## src/sme_pkg.sv

```systemverilog
package sme_pkg;

    localparam int SME_SHARES      = 2;                          // Boolean shares per value
    localparam int SME_WIDTH       = 32;                         // Data path width
    localparam int SME_RNG_WORDS   = SME_SHARES * (SME_SHARES - 1) / 2; // One per domain pair
    localparam int SME_DOM_LATENCY = 1;                          // Register stages in DOM AND
    localparam int SME_ADR_W       = 3;                          // Wishbone word address bits

    typedef logic [SME_WIDTH-1:0] sme_share_t;                   // One share word
    typedef sme_share_t sme_shares_t [SME_SHARES];               // Full masked value

    typedef enum logic [1:0] {
        SME_OP_XOR = 2'd0,
        SME_OP_AND = 2'd1,
        SME_OP_OR  = 2'd2,
        SME_OP_NOT = 2'd3
    } sme_op_e;

    typedef enum logic [1:0] {
        SME_ALU_IDLE = 2'd0,
        SME_ALU_DOM  = 2'd1,                                     // Waiting on DOM register
        SME_ALU_DONE = 2'd2                                      // Result valid cycle
    } sme_alu_state_e;

    localparam logic [SME_ADR_W-1:0] SME_ADR_RS1_S0 = 3'd0;
    localparam logic [SME_ADR_W-1:0] SME_ADR_RS1_S1 = 3'd1;
    localparam logic [SME_ADR_W-1:0] SME_ADR_RS2_S0 = 3'd2;
    localparam logic [SME_ADR_W-1:0] SME_ADR_RS2_S1 = 3'd3;
    localparam logic [SME_ADR_W-1:0] SME_ADR_CTRL   = 3'd4;     // Opcode write starts op
    localparam logic [SME_ADR_W-1:0] SME_ADR_STATUS = 3'd5;     // {busy, done}
    localparam logic [SME_ADR_W-1:0] SME_ADR_RD_S0  = 3'd6;
    localparam logic [SME_ADR_W-1:0] SME_ADR_RD_S1  = 3'd7;

    localparam sme_share_t SME_LFSR_SEED = 32'h1bad_5eed;        // Any nonzero value
    localparam sme_share_t SME_LFSR_TAPS = 32'h8020_0003;        // x^32+x^22+x^2+x+1

endpackage

```

## src/sme_op_if.sv

```systemverilog
interface sme_op_if;

    sme_pkg::sme_shares_t rs1;                                   // Operand A shares
    sme_pkg::sme_shares_t rs2;                                   // Operand B shares
    sme_pkg::sme_op_e     op;                                    // Latched opcode
    logic                 start;                                 // One-cycle launch pulse
    logic                 busy;                                  // ALU occupied

    modport src (
        output rs1,
        output rs2,
        output op,
        output start,
        input  busy
    );

    modport dst (
        input  rs1,
        input  rs2,
        input  op,
        input  start,
        output busy
    );

endinterface

```

## src/sme_wb_regs.sv

```systemverilog
module sme_wb_regs (
    input  logic                                g_clk,
    input  logic                                i_rst_n,
    input  logic                                i_wb_cyc,
    input  logic                                i_wb_stb,
    input  logic                                i_wb_we,
    input  logic [sme_pkg::SME_ADR_W-1:0]       i_wb_adr,
    input  sme_pkg::sme_share_t                 i_wb_dat,
    output sme_pkg::sme_share_t                 o_wb_dat,
    output logic                                o_wb_ack,
    input  sme_pkg::sme_shares_t                i_rd,       // Refreshed result shares
    input  logic                                i_done,
    sme_op_if.src                               op
);

    sme_pkg::sme_shares_t rs1_q;                                 // Operand A share regs
    sme_pkg::sme_shares_t rs2_q;                                 // Operand B share regs
    sme_pkg::sme_op_e     op_q;
    sme_pkg::sme_share_t  rdata;                                 // Read mux output
    logic                 req;
    logic                 ctrl_wr;
    logic                 accept;
    logic                 start_q;

    assign req     = i_wb_cyc && i_wb_stb && !o_wb_ack;          // No re-accept in ack cycle
    assign ctrl_wr = req && i_wb_we && (i_wb_adr == sme_pkg::SME_ADR_CTRL);
    assign accept  = req && !(ctrl_wr && op.busy);               // Stall launch while busy

    always_ff @(posedge g_clk) begin
        if (!i_rst_n) begin
            o_wb_ack <= 1'b0;
            start_q  <= 1'b0;
            rs1_q    <= '{default: '0};
            rs2_q    <= '{default: '0};
            op_q     <= sme_pkg::SME_OP_XOR;
        end else begin
            o_wb_ack <= accept;                                  // Single-cycle ack
            start_q  <= accept && ctrl_wr;                       // Start lines up with ack
            if (accept && i_wb_we) begin
                case (i_wb_adr)
                    sme_pkg::SME_ADR_RS1_S0: rs1_q[0] <= i_wb_dat;
                    sme_pkg::SME_ADR_RS1_S1: rs1_q[1] <= i_wb_dat;
                    sme_pkg::SME_ADR_RS2_S0: rs2_q[0] <= i_wb_dat;
                    sme_pkg::SME_ADR_RS2_S1: rs2_q[1] <= i_wb_dat;
                    sme_pkg::SME_ADR_CTRL:   op_q <= sme_pkg::sme_op_e'(i_wb_dat[1:0]);
                    default: ;                                   // Status and results read-only
                endcase
            end
        end
    end

    always_comb begin
        case (i_wb_adr)
            sme_pkg::SME_ADR_RS1_S0: rdata = rs1_q[0];
            sme_pkg::SME_ADR_RS1_S1: rdata = rs1_q[1];
            sme_pkg::SME_ADR_RS2_S0: rdata = rs2_q[0];
            sme_pkg::SME_ADR_RS2_S1: rdata = rs2_q[1];
            sme_pkg::SME_ADR_CTRL:   rdata = {{(sme_pkg::SME_WIDTH-2){1'b0}}, op_q};
            sme_pkg::SME_ADR_STATUS: rdata = {{(sme_pkg::SME_WIDTH-2){1'b0}}, op.busy, i_done};
            sme_pkg::SME_ADR_RD_S0:  rdata = i_rd[0];
            default:                 rdata = i_rd[1];
        endcase
    end

    // Read data registered so it is valid while ack is high
    always_ff @(posedge g_clk) begin
        if (accept && !i_wb_we) begin
            o_wb_dat <= rdata;
        end
    end

    assign op.rs1   = rs1_q;
    assign op.rs2   = rs2_q;
    assign op.op    = op_q;
    assign op.start = start_q;

endmodule

```

## src/sme_rng_lfsr.sv

```systemverilog
module sme_rng_lfsr (
    input  logic                g_clk,
    input  logic                i_rst_n,
    output sme_pkg::sme_share_t o_mask_dom,                      // DOM blinding word
    output sme_pkg::sme_share_t o_mask_ref                       // Output re-masking word
);

    localparam int HALF = sme_pkg::SME_WIDTH / 2;

    sme_pkg::sme_share_t state_q;

    // Galois form, right shift with taps folded in on a set LSB
    always_ff @(posedge g_clk) begin
        if (!i_rst_n) begin
            state_q <= sme_pkg::SME_LFSR_SEED;
        end else if (state_q[0]) begin
            state_q <= (state_q >> 1) ^ sme_pkg::SME_LFSR_TAPS;
        end else begin
            state_q <= state_q >> 1;
        end
    end

    assign o_mask_dom = state_q;
    assign o_mask_ref = {state_q[HALF-1:0], state_q[sme_pkg::SME_WIDTH-1:HALF]}; // Rotate by 16

endmodule

```

## src/sme_dom_and.sv

```systemverilog
module sme_dom_and #(
    parameter int D = 2,                                         // Share count
    parameter int N = 32                                         // Bits per share
) (
    input  logic         g_clk,
    input  logic         i_en,                                   // Capture products
    input  logic [N-1:0] i_rng [D*(D-1)/2],                      // One word per domain pair
    input  logic [N-1:0] i_rs1 [D],
    input  logic [N-1:0] i_rs2 [D],
    output logic [N-1:0] o_rd  [D]
);

    for (genvar n = 0; n < N; n++) begin : gen_bit
        logic [D-1:0] x;                                         // Bit n of each rs1 share
        logic [D-1:0] y;                                         // Bit n of each rs2 share

        for (genvar i = 0; i < D; i++) begin : gen_dom
            logic [D-1:0] prod_d;                                // Blinded partial products
            logic [D-1:0] prod_q;

            assign x[i] = i_rs1[i][n];
            assign y[i] = i_rs2[i][n];

            // Pair (i,j) and (j,i) share one mask word so it cancels on recombination
            always_comb begin
                for (int j = 0; j < D; j++) begin
                    if (j == i) begin
                        prod_d[j] = x[i] & y[j];                 // Inner-domain term
                    end else if (j > i) begin
                        prod_d[j] = (x[i] & y[j]) ^ i_rng[i + j*(j-1)/2][n];
                    end else begin
                        prod_d[j] = (x[i] & y[j]) ^ i_rng[j + i*(i-1)/2][n];
                    end
                end
            end

            // Register stage keeps glitches from crossing domains
            always_ff @(posedge g_clk) begin
                if (i_en) begin
                    prod_q <= prod_d;
                end
            end

            assign o_rd[i][n] = ^prod_q;                         // Compress into share i
        end
    end

endmodule

```

## src/sme_masked_alu.sv

```systemverilog
module sme_masked_alu (
    input  logic                 g_clk,
    input  logic                 i_rst_n,
    sme_op_if.dst                op,
    input  sme_pkg::sme_share_t  i_mask_dom,
    output logic                 o_res_valid,                    // One-cycle pulse
    output sme_pkg::sme_shares_t o_res
);

    sme_pkg::sme_alu_state_e state_q;
    sme_pkg::sme_op_e        op_q;                               // Opcode held through DOM stage
    logic                    is_dom_op;
    logic                    dom_en;
    sme_pkg::sme_shares_t    dom_a;                              // DOM gate inputs
    sme_pkg::sme_shares_t    dom_b;
    sme_pkg::sme_shares_t    dom_q;                              // DOM gate outputs
    sme_pkg::sme_shares_t    dom_res;
    sme_pkg::sme_shares_t    lin_res;                            // XOR and NOT result
    sme_pkg::sme_share_t     dom_rng [sme_pkg::SME_RNG_WORDS];

    assign is_dom_op = (op.op == sme_pkg::SME_OP_AND) || (op.op == sme_pkg::SME_OP_OR);
    assign dom_en    = op.start && is_dom_op;                    // Start only seen in idle

    for (genvar k = 0; k < sme_pkg::SME_RNG_WORDS; k++) begin : gen_rng
        assign dom_rng[k] = i_mask_dom;                          // Single pair with two shares
    end

    // Linear ops share by share, OR pre-inverts share 0 for De Morgan
    always_comb begin
        for (int s = 0; s < sme_pkg::SME_SHARES; s++) begin
            dom_a[s]   = op.rs1[s];
            dom_b[s]   = op.rs2[s];
            dom_res[s] = dom_q[s];
            if (op.op == sme_pkg::SME_OP_NOT) begin
                lin_res[s] = op.rs1[s];
            end else begin
                lin_res[s] = op.rs1[s] ^ op.rs2[s];
            end
        end
        if (op.op == sme_pkg::SME_OP_OR) begin
            dom_a[0] = ~op.rs1[0];
            dom_b[0] = ~op.rs2[0];
        end
        if (op.op == sme_pkg::SME_OP_NOT) begin
            lin_res[0] = ~op.rs1[0];                             // Flip one share only
        end
        if (op_q == sme_pkg::SME_OP_OR) begin
            dom_res[0] = ~dom_q[0];                              // Post-inversion
        end
    end

    sme_dom_and #(
        .D (sme_pkg::SME_SHARES),
        .N (sme_pkg::SME_WIDTH)
    ) sme_dom_and_i (
        .g_clk (g_clk),
        .i_en  (dom_en),
        .i_rng (dom_rng),
        .i_rs1 (dom_a),
        .i_rs2 (dom_b),
        .o_rd  (dom_q)
    );

    always_ff @(posedge g_clk) begin
        if (!i_rst_n) begin
            state_q <= sme_pkg::SME_ALU_IDLE;
            op_q    <= sme_pkg::SME_OP_XOR;
        end else begin
            case (state_q)
                sme_pkg::SME_ALU_IDLE: begin
                    if (op.start) begin
                        op_q    <= op.op;
                        state_q <= is_dom_op ? sme_pkg::SME_ALU_DOM : sme_pkg::SME_ALU_DONE;
                    end
                end
                sme_pkg::SME_ALU_DOM: state_q <= sme_pkg::SME_ALU_DONE; // DOM register loaded
                default: state_q <= sme_pkg::SME_ALU_IDLE;       // Done lasts one cycle
            endcase
        end
    end

    always_ff @(posedge g_clk) begin
        if (state_q == sme_pkg::SME_ALU_IDLE && op.start && !is_dom_op) begin
            o_res <= lin_res;
        end else if (state_q == sme_pkg::SME_ALU_DOM) begin
            o_res <= dom_res;
        end
    end

    assign o_res_valid = state_q == sme_pkg::SME_ALU_DONE;
    assign op.busy     = state_q != sme_pkg::SME_ALU_IDLE;       // Through the valid cycle

endmodule

```

## src/sme_share_refresh.sv

```systemverilog
module sme_share_refresh (
    input  logic                 g_clk,
    input  logic                 i_rst_n,
    input  logic                 i_start,                        // Clears done
    input  logic                 i_res_valid,
    input  sme_pkg::sme_shares_t i_res,
    input  sme_pkg::sme_share_t  i_mask_ref,                     // Fresh mask this cycle
    output sme_pkg::sme_shares_t o_rd,
    output logic                 o_done
);

    // Same mask in both shares leaves the recombined value unchanged
    always_ff @(posedge g_clk) begin
        if (!i_rst_n) begin
            o_rd <= '{default: '0};
        end else if (i_res_valid) begin
            for (int s = 0; s < sme_pkg::SME_SHARES; s++) begin
                o_rd[s] <= i_res[s] ^ i_mask_ref;
            end
        end
    end

    always_ff @(posedge g_clk) begin
        if (!i_rst_n) begin
            o_done <= 1'b0;
        end else if (i_res_valid) begin
            o_done <= 1'b1;                                      // Result stored
        end else if (i_start) begin
            o_done <= 1'b0;                                      // Next op launched
        end
    end

endmodule

```

## src/sme_masked_unit.sv

```systemverilog
module sme_masked_unit (
    input  logic                          g_clk,
    input  logic                          i_rst_n,
    input  logic                          i_wb_cyc,
    input  logic                          i_wb_stb,
    input  logic                          i_wb_we,
    input  logic [sme_pkg::SME_ADR_W-1:0] i_wb_adr,
    input  logic [sme_pkg::SME_WIDTH-1:0] i_wb_dat,
    output logic [sme_pkg::SME_WIDTH-1:0] o_wb_dat,
    output logic                          o_wb_ack
);

    sme_pkg::sme_share_t  mask_dom;
    sme_pkg::sme_share_t  mask_ref;
    logic                 res_valid;
    sme_pkg::sme_shares_t res;                                   // ALU to refresh
    sme_pkg::sme_shares_t rd;                                    // Refresh to bus
    logic                 done;

    sme_op_if op_if ();                                          // Register file to ALU

    sme_wb_regs sme_wb_regs_i (
        .g_clk    (g_clk),
        .i_rst_n  (i_rst_n),
        .i_wb_cyc (i_wb_cyc),
        .i_wb_stb (i_wb_stb),
        .i_wb_we  (i_wb_we),
        .i_wb_adr (i_wb_adr),
        .i_wb_dat (i_wb_dat),
        .o_wb_dat (o_wb_dat),
        .o_wb_ack (o_wb_ack),
        .i_rd     (rd),
        .i_done   (done),
        .op       (op_if.src)
    );

    sme_rng_lfsr sme_rng_lfsr_i (
        .g_clk      (g_clk),
        .i_rst_n    (i_rst_n),
        .o_mask_dom (mask_dom),
        .o_mask_ref (mask_ref)
    );

    sme_masked_alu sme_masked_alu_i (
        .g_clk       (g_clk),
        .i_rst_n     (i_rst_n),
        .op          (op_if.dst),
        .i_mask_dom  (mask_dom),
        .o_res_valid (res_valid),
        .o_res       (res)
    );

    sme_share_refresh sme_share_refresh_i (
        .g_clk       (g_clk),
        .i_rst_n     (i_rst_n),
        .i_start     (op_if.start),                              // Done drops on launch
        .i_res_valid (res_valid),
        .i_res       (res),
        .i_mask_ref  (mask_ref),
        .o_rd        (rd),
        .o_done      (done)
    );

endmodule

```

## config.mk

```make
export PLATFORM = sky130hd
export DESIGN_NAME = sme_masked_unit
export DESIGN_NICKNAME = d
export VERILOG_FILES = /design/src/sme_pkg.sv /design/src/sme_op_if.sv /design/src/sme_wb_regs.sv /design/src/sme_rng_lfsr.sv /design/src/sme_dom_and.sv /design/src/sme_masked_alu.sv /design/src/sme_share_refresh.sv /design/src/sme_masked_unit.sv
export SDC_FILE = /design/constraint.sdc
export NUM_CORES = 1
export LEC_CHECK = 0
export ABC_AREA = 1
export ABC_CLOCK_PERIOD_IN_PS = 9500
export BUFFER_PORTS_ARGS = -buffer_cell sky130_fd_sc_hd__clkbuf_2
export CORE_ASPECT_RATIO = 1.4
export CORE_MARGIN = 1.5
export CORE_UTILIZATION = 62
export CTS_CLUSTER_DIAMETER = 30
export DETAILED_ROUTE_END_ITERATION = 16
export PLACE_DENSITY = 0.8
export SKIP_LAST_GASP = 1
export SLEW_MARGIN = 20
export SYNTH_ARGS = -nofsm -noshare
export SYNTH_HDL_FRONTEND = slang
export SYNTH_SLANG_ARGS = --single-unit
```

## constraint.sdc

```tcl
create_clock -name g_clk -period 9.5 [get_ports g_clk]
set_clock_uncertainty 0.05 [all_clocks]
set_input_delay 1.9 -clock g_clk [delete_from_list [all_inputs] [get_ports g_clk]]
set_output_delay 1.9 -clock g_clk [all_outputs]
set_load 0.005 [all_outputs]
```

; Word level (Yosys, flattened, before mapping)
; Cells that the tools add are included.
[totals]
elab_cells = 401
reg_bits = 457
output_inout_bits = 33
in_bits = 40
[classes]
n_bitwise = 200
n_mux = 14
n_reduce_logical = 93
n_eq_ne = 13
[op_table]
columns = cell, count
row1 = $pmux 32 s7, 1
row2 = $mux 32, 5
row3 = $and 1x1->1, 128
row4 = $mux 64, 2
row5 = $reduce_xor 2->1, 64
row6 = $xor 32x32->32, 4
row7 = $not 32->32, 3
row8 = $xor 1x1->1, 64
row9 = $mux 22, 1
row10 = $reduce_and 2->1, 7
row11 = $logic_and 1x1->1, 12
row12 = $eq 3x3->1 const B, 3
row13 = $eq 2x2->1 const B, 4
row14 = $eq 3x2->1 const B, 2
row15 = $reduce_bool 2->1, 3
row16 = $eq 2x1->1 const B, 2
row17 = $logic_not 1->1, 4
row18 = $mux 2, 2
row19 = $not 3->4, 1
row20 = $pmux 2 s2, 1
row21 = $eq 3x1->1 const B, 1
row22 = $logic_not 3->1, 1
row23 = $logic_not 2->1, 1
row24 = $mux 1, 2
row25 = other kinds (2), 2

; Longest topological paths before layout
[logic_depth]
ltp_word = 9
mapped_depth = 9

; Cells and area by module
; Synthesis repeated with hierarchy kept, for this count alone.
[hier_totals]
hier_cells = 3491
hier_area_um2 = 24282.0
[by_module_without_submodules]
columns = module, cells_each, instances, area_per_inst_um2
row1 = sme_wb_regs, 1168, 1, 7657.3
row2 = sme_dom_and, 800, 1, 6446.2
row3 = sme_masked_alu, 751, 1, 5450.2
row4 = sme_share_refresh, 634, 1, 3555.9
row5 = sme_rng_lfsr, 138, 1, 1172.4

; Least setup slack after synthesis
; OpenSTA, ideal clock, no wires.
[synth_path]
path_type = reg-to-reg
start = register sme_wb_regs_i.op_q[0] (netlist: sme_wb_regs_i.op.op[0])
end = register sme_masked_alu_i.sme_dom_and_i.gen_bit[0].gen_dom[0].prod_q[0] (enable)
required_ps = 8834
path_slack_ps = 2783
period_less_slack_ps = 6717
path_stages_with_launch = 4
setup_time_ps = 616
arrival_ps = 6051
cell_sequence = dfxtp_1 inv_1 ha_1 nor2_1
[synth_between]
elab_chain_len = 3
elab_cells_between_ends = 4
classes_between = eq/ne: 2 / reduce/logical: 2
[synth_lines]
columns = element, line
row1 = "start, declared", sme_wb_regs.sv:18  ; sme_pkg::sme_op_e op_q;
row2 = "start signal, assigned", sme_wb_regs.sv:35  ; op_q <= sme_pkg::SME_OP_XOR;
row3 = "start signal, assigned", sme_wb_regs.sv:45  ; sme_pkg::SME_ADR_CTRL: op_q <= sme_pkg::sme_op_e'(i_wb_dat[1:0]);
row4 = $eq 2x1->1 / $eq 2x2->1 (equally long branches), sme_masked_alu.sv:21  ; assign is_dom_op = (op.op == sme_pkg::SME_OP_AND) || (op.op == sme_pkg::SME_OP_OR);
row5 = $logic_or 1x1->1 (*), sme_masked_alu.sv:21
row6 = $logic_and 1x1->1 (*), sme_masked_alu.sv:22  ; assign dom_en = op.start && is_dom_op;
row7 = via sme_masked_alu_i.dom_en, sme_masked_alu.sv:13  ; logic dom_en;
row8 = "end signal, assigned", sme_dom_and.sv:40  ; prod_q <= prod_d;
row9 = "end, declared", sme_dom_and.sv:19  ; logic [D-1:0] prod_q;
; Mark *: on every way through the listed nets, which the timed path passes. The rest lies on a longest branch.
; A chain may end at the register's enable or synchronous reset.

; Final worst setup path
[layout_path]
start = input port i_wb_adr[1] in the netlist's numbering
end = register sme_wb_regs_i.rs1_q, in the netlist sme_wb_regs_i.op.rs1[43]
[layout_between]
elab_chain_len = 7
elab_cells_between_ends = 8
classes_between = eq/ne: 1 / reduce/logical: 7
[layout_lines]
columns = element, line
row1 = "start, declared", sme_masked_unit.sv:7  ; input logic [sme_pkg::SME_ADR_W-1:0] i_wb_adr,
row2 = $eq 3x3->1, sme_wb_regs.sv:26  ; assign ctrl_wr = req && i_wb_we && (i_wb_adr == sme_pkg::SME_ADR_CTRL);
row3 = $logic_and 1x1->1, sme_wb_regs.sv:26
row4 = $logic_and 1x1->1, sme_wb_regs.sv:27  ; assign accept = req && !(ctrl_wr && op.busy);
row5 = $logic_not 1->1, sme_wb_regs.sv:27
row6 = $logic_and 1x1->1, sme_wb_regs.sv:27
row7 = $logic_and 1x1->1, sme_wb_regs.sv:39  ; if (accept && i_wb_we) begin
row8 = $reduce_and 2->1 (no line) (*), --
row9 = "end, declared", sme_wb_regs.sv:16  ; sme_pkg::sme_shares_t rs1_q;
; Mark *: on every way between the ends. The rest lies on a longest branch, timed or not.

==> flow_summary_export.csv <==
group,metric,value,unit
run_status,outcome,"completed",
die,start_util,0.628,
die,rows,80,
worst_hold_path,min_delay_worst_endpoint,"sme_share_refresh_i.o_done",
placement,hpwl,35200,um
setup_path,library_cell_appearing_most_often_on_the_critical_path,"sky130_fd_sc_hd__buf_4",
clocking,postCtsSetupRepairBufs,0,
worst_hold_path,timing.hold.worst.class,"reg -> reg",
synthesis,synth_area,21400,um2
die,area_of_the_core_region,34000,um2
global_routing,grt_pass1_vias,17600,
clocking,cts_sinks,457,
clocking,cts.reportedPaths.clkPinSlew,0.05,ns
sta,setup_repair_after_global_routing_missed_its_margin,"no",
synthesis,synth_seq_cells,457,
placement,dpl_cell_area,21900,um2
synthesis,async_flop_share,0,
routing,drtPass1Iterations,6,
setup_path,critPathCaptureType,"register",
sta,fin_setup_tns,0,ns
die,ios,73,
sta,worst_slew_margin_rel,0.204,
worst_hold_path,holdPathStages,2,
synthesis,yosysUniqueCellTypes,29,
layout,layout_cells_sized_above_1,0.106,
placement,io_buffer_count,72,
worst_hold_path,hp-start,"sme_share_refresh_i.o_done",
layout,most_common_cell_after_layout_fill_and_taps_aside,"sky130_fd_sc_hd__nor2_1",
clocking,clock_tree_from_tritoncts,"yes",
routing,vias_post_dr,17400,
placement,placed_cells_incl_taps,2759,
clocking,cts.htree.levels,3,
clocking,cts_resized,0,
sta,slew_violations,0,
setup_path,critPathTopFamily,"buffers and inverters",
layout,finish.net_count,2457,
layout,antenna-diode-count,0,
sta,final_period_minus_worst_setup_slack,3.73,ns
layout,fin_cells,2894,
global_routing,overflow,0,
setup_path,timing.critical_path.from_type,"input port",
sta,final_min_period_over_clock_period,0.393,
setup_path,critPathKind,"in -> reg",
routing,detail_route.iter0.violations,1933,
setup_path,cp.required,9.95,ns
setup_path,timing.critical_path.arrival,4.19,ns
layout,stdcell_area,24400,um2
global_routing,grt_first_pass_wirelength,95300,um
die,die_height,223,um
synthesis,ys_seq_area_frac,0.533,
synthesis,mappedNetlistNets,2449,
routing,wl,62200,um
setup_path,crit_path_max_incr_delay,0.62,ns
setup_path,cp_max_fo,38,
routing,post-route-drc-count,0,
setup_path,critPathBufInv,4,
power_and_ir_drop,p_per_cell_area,205,nW/um2
clocking,ctsLongestPathBuffers,3,
sta,setup_viol,0,
job,max_capacitance_violation_total,0,
setup_path,cp_cell_instances,"clkbuf_2 > inv_2 > nand3_2 > buf_4 > nor2_4 > buf_4 > o21ai_0 > a21oi_1",
global_routing,initial_antenna_violation_count,0,
power_and_ir_drop,ir_worst_vdd,0.000136,V
sta,final-hold-violation-count,0,
synthesis,synthesis.area_per_instance,8.99,um2
clocking,cts_hold_buffers,0,
global_routing,pin_count_of_the_biggest_net_entering_global_routing,100,
setup_path,rrSetupSlack,6.27,ns
setup_path,regToRegStartpoint,"sme_wb_regs_i.op.op[0]",
setup_path,worst-r2r-cell-count,7,
synthesis,synthCells,2375,
layout,area_growth,14.4,%
die,fp.dieArea,35600,um2
clocking,clk_root_buffer_cell,"sky130_fd_sc_hd__clkbuf_16",
sta,timing_worst_slew_pin_value,1.19,ns
die,die-width,160,um
setup_path,timing.rr.end,"sme_masked_alu_i.o_res[6]",
sta,maxClockFrequency,268,MHz
global_routing,groute.usage.overall,0.351,
clocking,number_of_buffers_created_by_cts,73,
synthesis,number_of_synthesized_flops_with_an_enable_pin,224,
synthesis,postSynth.topFlopCell,"sky130_fd_sc_hd__dfxtp_1",
placement,gp_congestion,0.870,
setup_path,timing.critical_path.slowest_stage_cell,"sky130_fd_sc_hd__nor2_4",
routing,avgRoutedWirePerCell,21.5,um
routing,vias_per_cell,6.03,
clocking,insertion_delay,0.61,ns
power_and_ir_drop,leakage,9.02,nW
synthesis,yosys_warn_count,0,
layout,layout.cells.most_common_list,"sky130_fd_sc_hd__nor2_1, sky130_fd_sc_hd__dfxtp_1, sky130_fd_sc_hd__edfxtp_1",
routing,route.antenna.remaining_nets,0,
[cell type report]
type                       count  area, um2
clock buffer                  98       2120
clock inverter                37        409
fill                        2344       9610
inverter                     225        847
multi-input combinational   1530       8550
sequential                   457      11400
tap                          451        564
timing repair buffer          96        547
[worst reg2reg max path: cells and delay by family, from the launching register on]
family                   cells  cell delay [ns]
buffers and inverters        3             1.56
flip-flops                   1             0.39
AO/OA/AOI/OAI                2             0.39
AND/OR/NAND/NOR              1             0.28
adder cells (fa/ha/maj)      1             0.27
[cells in the mapped netlist, types with 6 or more instances]
master,n,share of area
sky130_fd_sc_hd__a21oi_1,134,0.031
sky130_fd_sc_hd__nand3_1,168,0.039
sky130_fd_sc_hd__inv_1,220,0.039
sky130_fd_sc_hd__or2_2,18,0.0053
sky130_fd_sc_hd__o211ai_1,32,0.011
sky130_fd_sc_hd__nand3b_1,30,0.011
sky130_fd_sc_hd__xnor2_1,187,0.077
sky130_fd_sc_hd__nor2_1,363,0.064
sky130_fd_sc_hd__nand2_1,212,0.037
sky130_fd_sc_hd__buf_1,25,0.0044
sky130_fd_sc_hd__o21ai_0,201,0.047
sky130_fd_sc_hd__edfxtp_1,224,0.31
sky130_fd_sc_hd__xor2_1,71,0.029
sky130_fd_sc_hd__dfxtp_1,233,0.22
sky130_fd_sc_hd__nor3_1,6,0.0014
sky130_fd_sc_hd__ha_1,34,0.020
sky130_fd_sc_hd__buf_2,40,0.0094
sky130_fd_sc_hd__clkbuf_1,91,0.016
sky130_fd_sc_hd__o22ai_1,63,0.018
[layer usage]
metal	global-route usage	vias up	share of wire
met1	0.388	8193	0.34
li1	-	7864	-
met5	0	-	0
met4	0.273	0	0.081
met2	0.587	1072	0.48
met3	0.0777	310	0.097
[worst max path at each step]
stage	from	endpoint	slack, ns	cells after the start
finish	i_wb_adr[1]	sme_wb_regs_i.op.rs1[43]	5.77	8
global route	i_wb_adr[1]	sme_wb_regs_i.op.rs1[34]	5.71	8
CTS	i_wb_adr[1]	sme_wb_regs_i.op.rs1[43]	5.87	8
detailed placement	i_wb_adr[1]	sme_wb_regs_i.op.rs1[39]	5.34	8
global placement	i_wb_adr[2]	sme_wb_regs_i.op.rs1[38]	5.45	8
floorplan	sme_wb_regs_i.op.op[0]	register	2.78	3
[per-stage QoR]
stage | power, mW | utilization | worst slack, ns | hold WS, ns
6_report | 5.00 | 0.718 | 5.77 | 0.452
5_1_grt | 5.11 | 0.718 | 5.71 | 0.473
4_1_cts | 5.01 | 0.718 | 5.87 | 0.448
3_5_place_dp | 2.32 | 0.643 | 5.34 | 0.414
3_3_place_gp | 2.31 | 0.643 | 5.45 | 0.406
2_1_floorplan | 2.25 | - | 2.78 | 0.394
[flip-flops by register name (all words and copies together), names as in the netlist]
register / cells
sme_masked_alu_i.sme_dom_and_i.gen_bit.gen_dom.prod_q: 128
sme_masked_alu_i.o_res: 64
sme_share_refresh_i.o_rd: 64
sme_wb_regs_i.op.rs1: 64
sme_wb_regs_i.op.rs2: 64
sme_rng_lfsr_i.o_mask_dom: 32
sme_wb_regs_i.o_wb_dat: 32
sme_masked_alu_i.op_q: 2
sme_masked_alu_i.state_q: 2
sme_wb_regs_i.op.op: 2
sme_share_refresh_i.o_done: 1
sme_wb_regs_i.o_wb_ack: 1
sme_wb_regs_i.op.start: 1
[power by group]
group	switching (mW)	internal (mW)
combinational	0.115	0.0550
clock	0.969	1.75
sequential	0.0392	2.08
[cell families (layout without fill, tap and decap cells)]
family / Yosys count / after routing / synth area share
and+or+nand+nor: 806 / 806 / 0.160
DFF: 457 / 457 / 0.533
AOI/OAI and AO/OA: 432 / 432 / 0.109
buffers and inverters: 388 / 456 / 0.0715
xor gates and xnor gates: 258 / 258 / 0.106
adders and majority gates: 34 / 34 / 0.0199
Power figures use the tool's default switching activity.
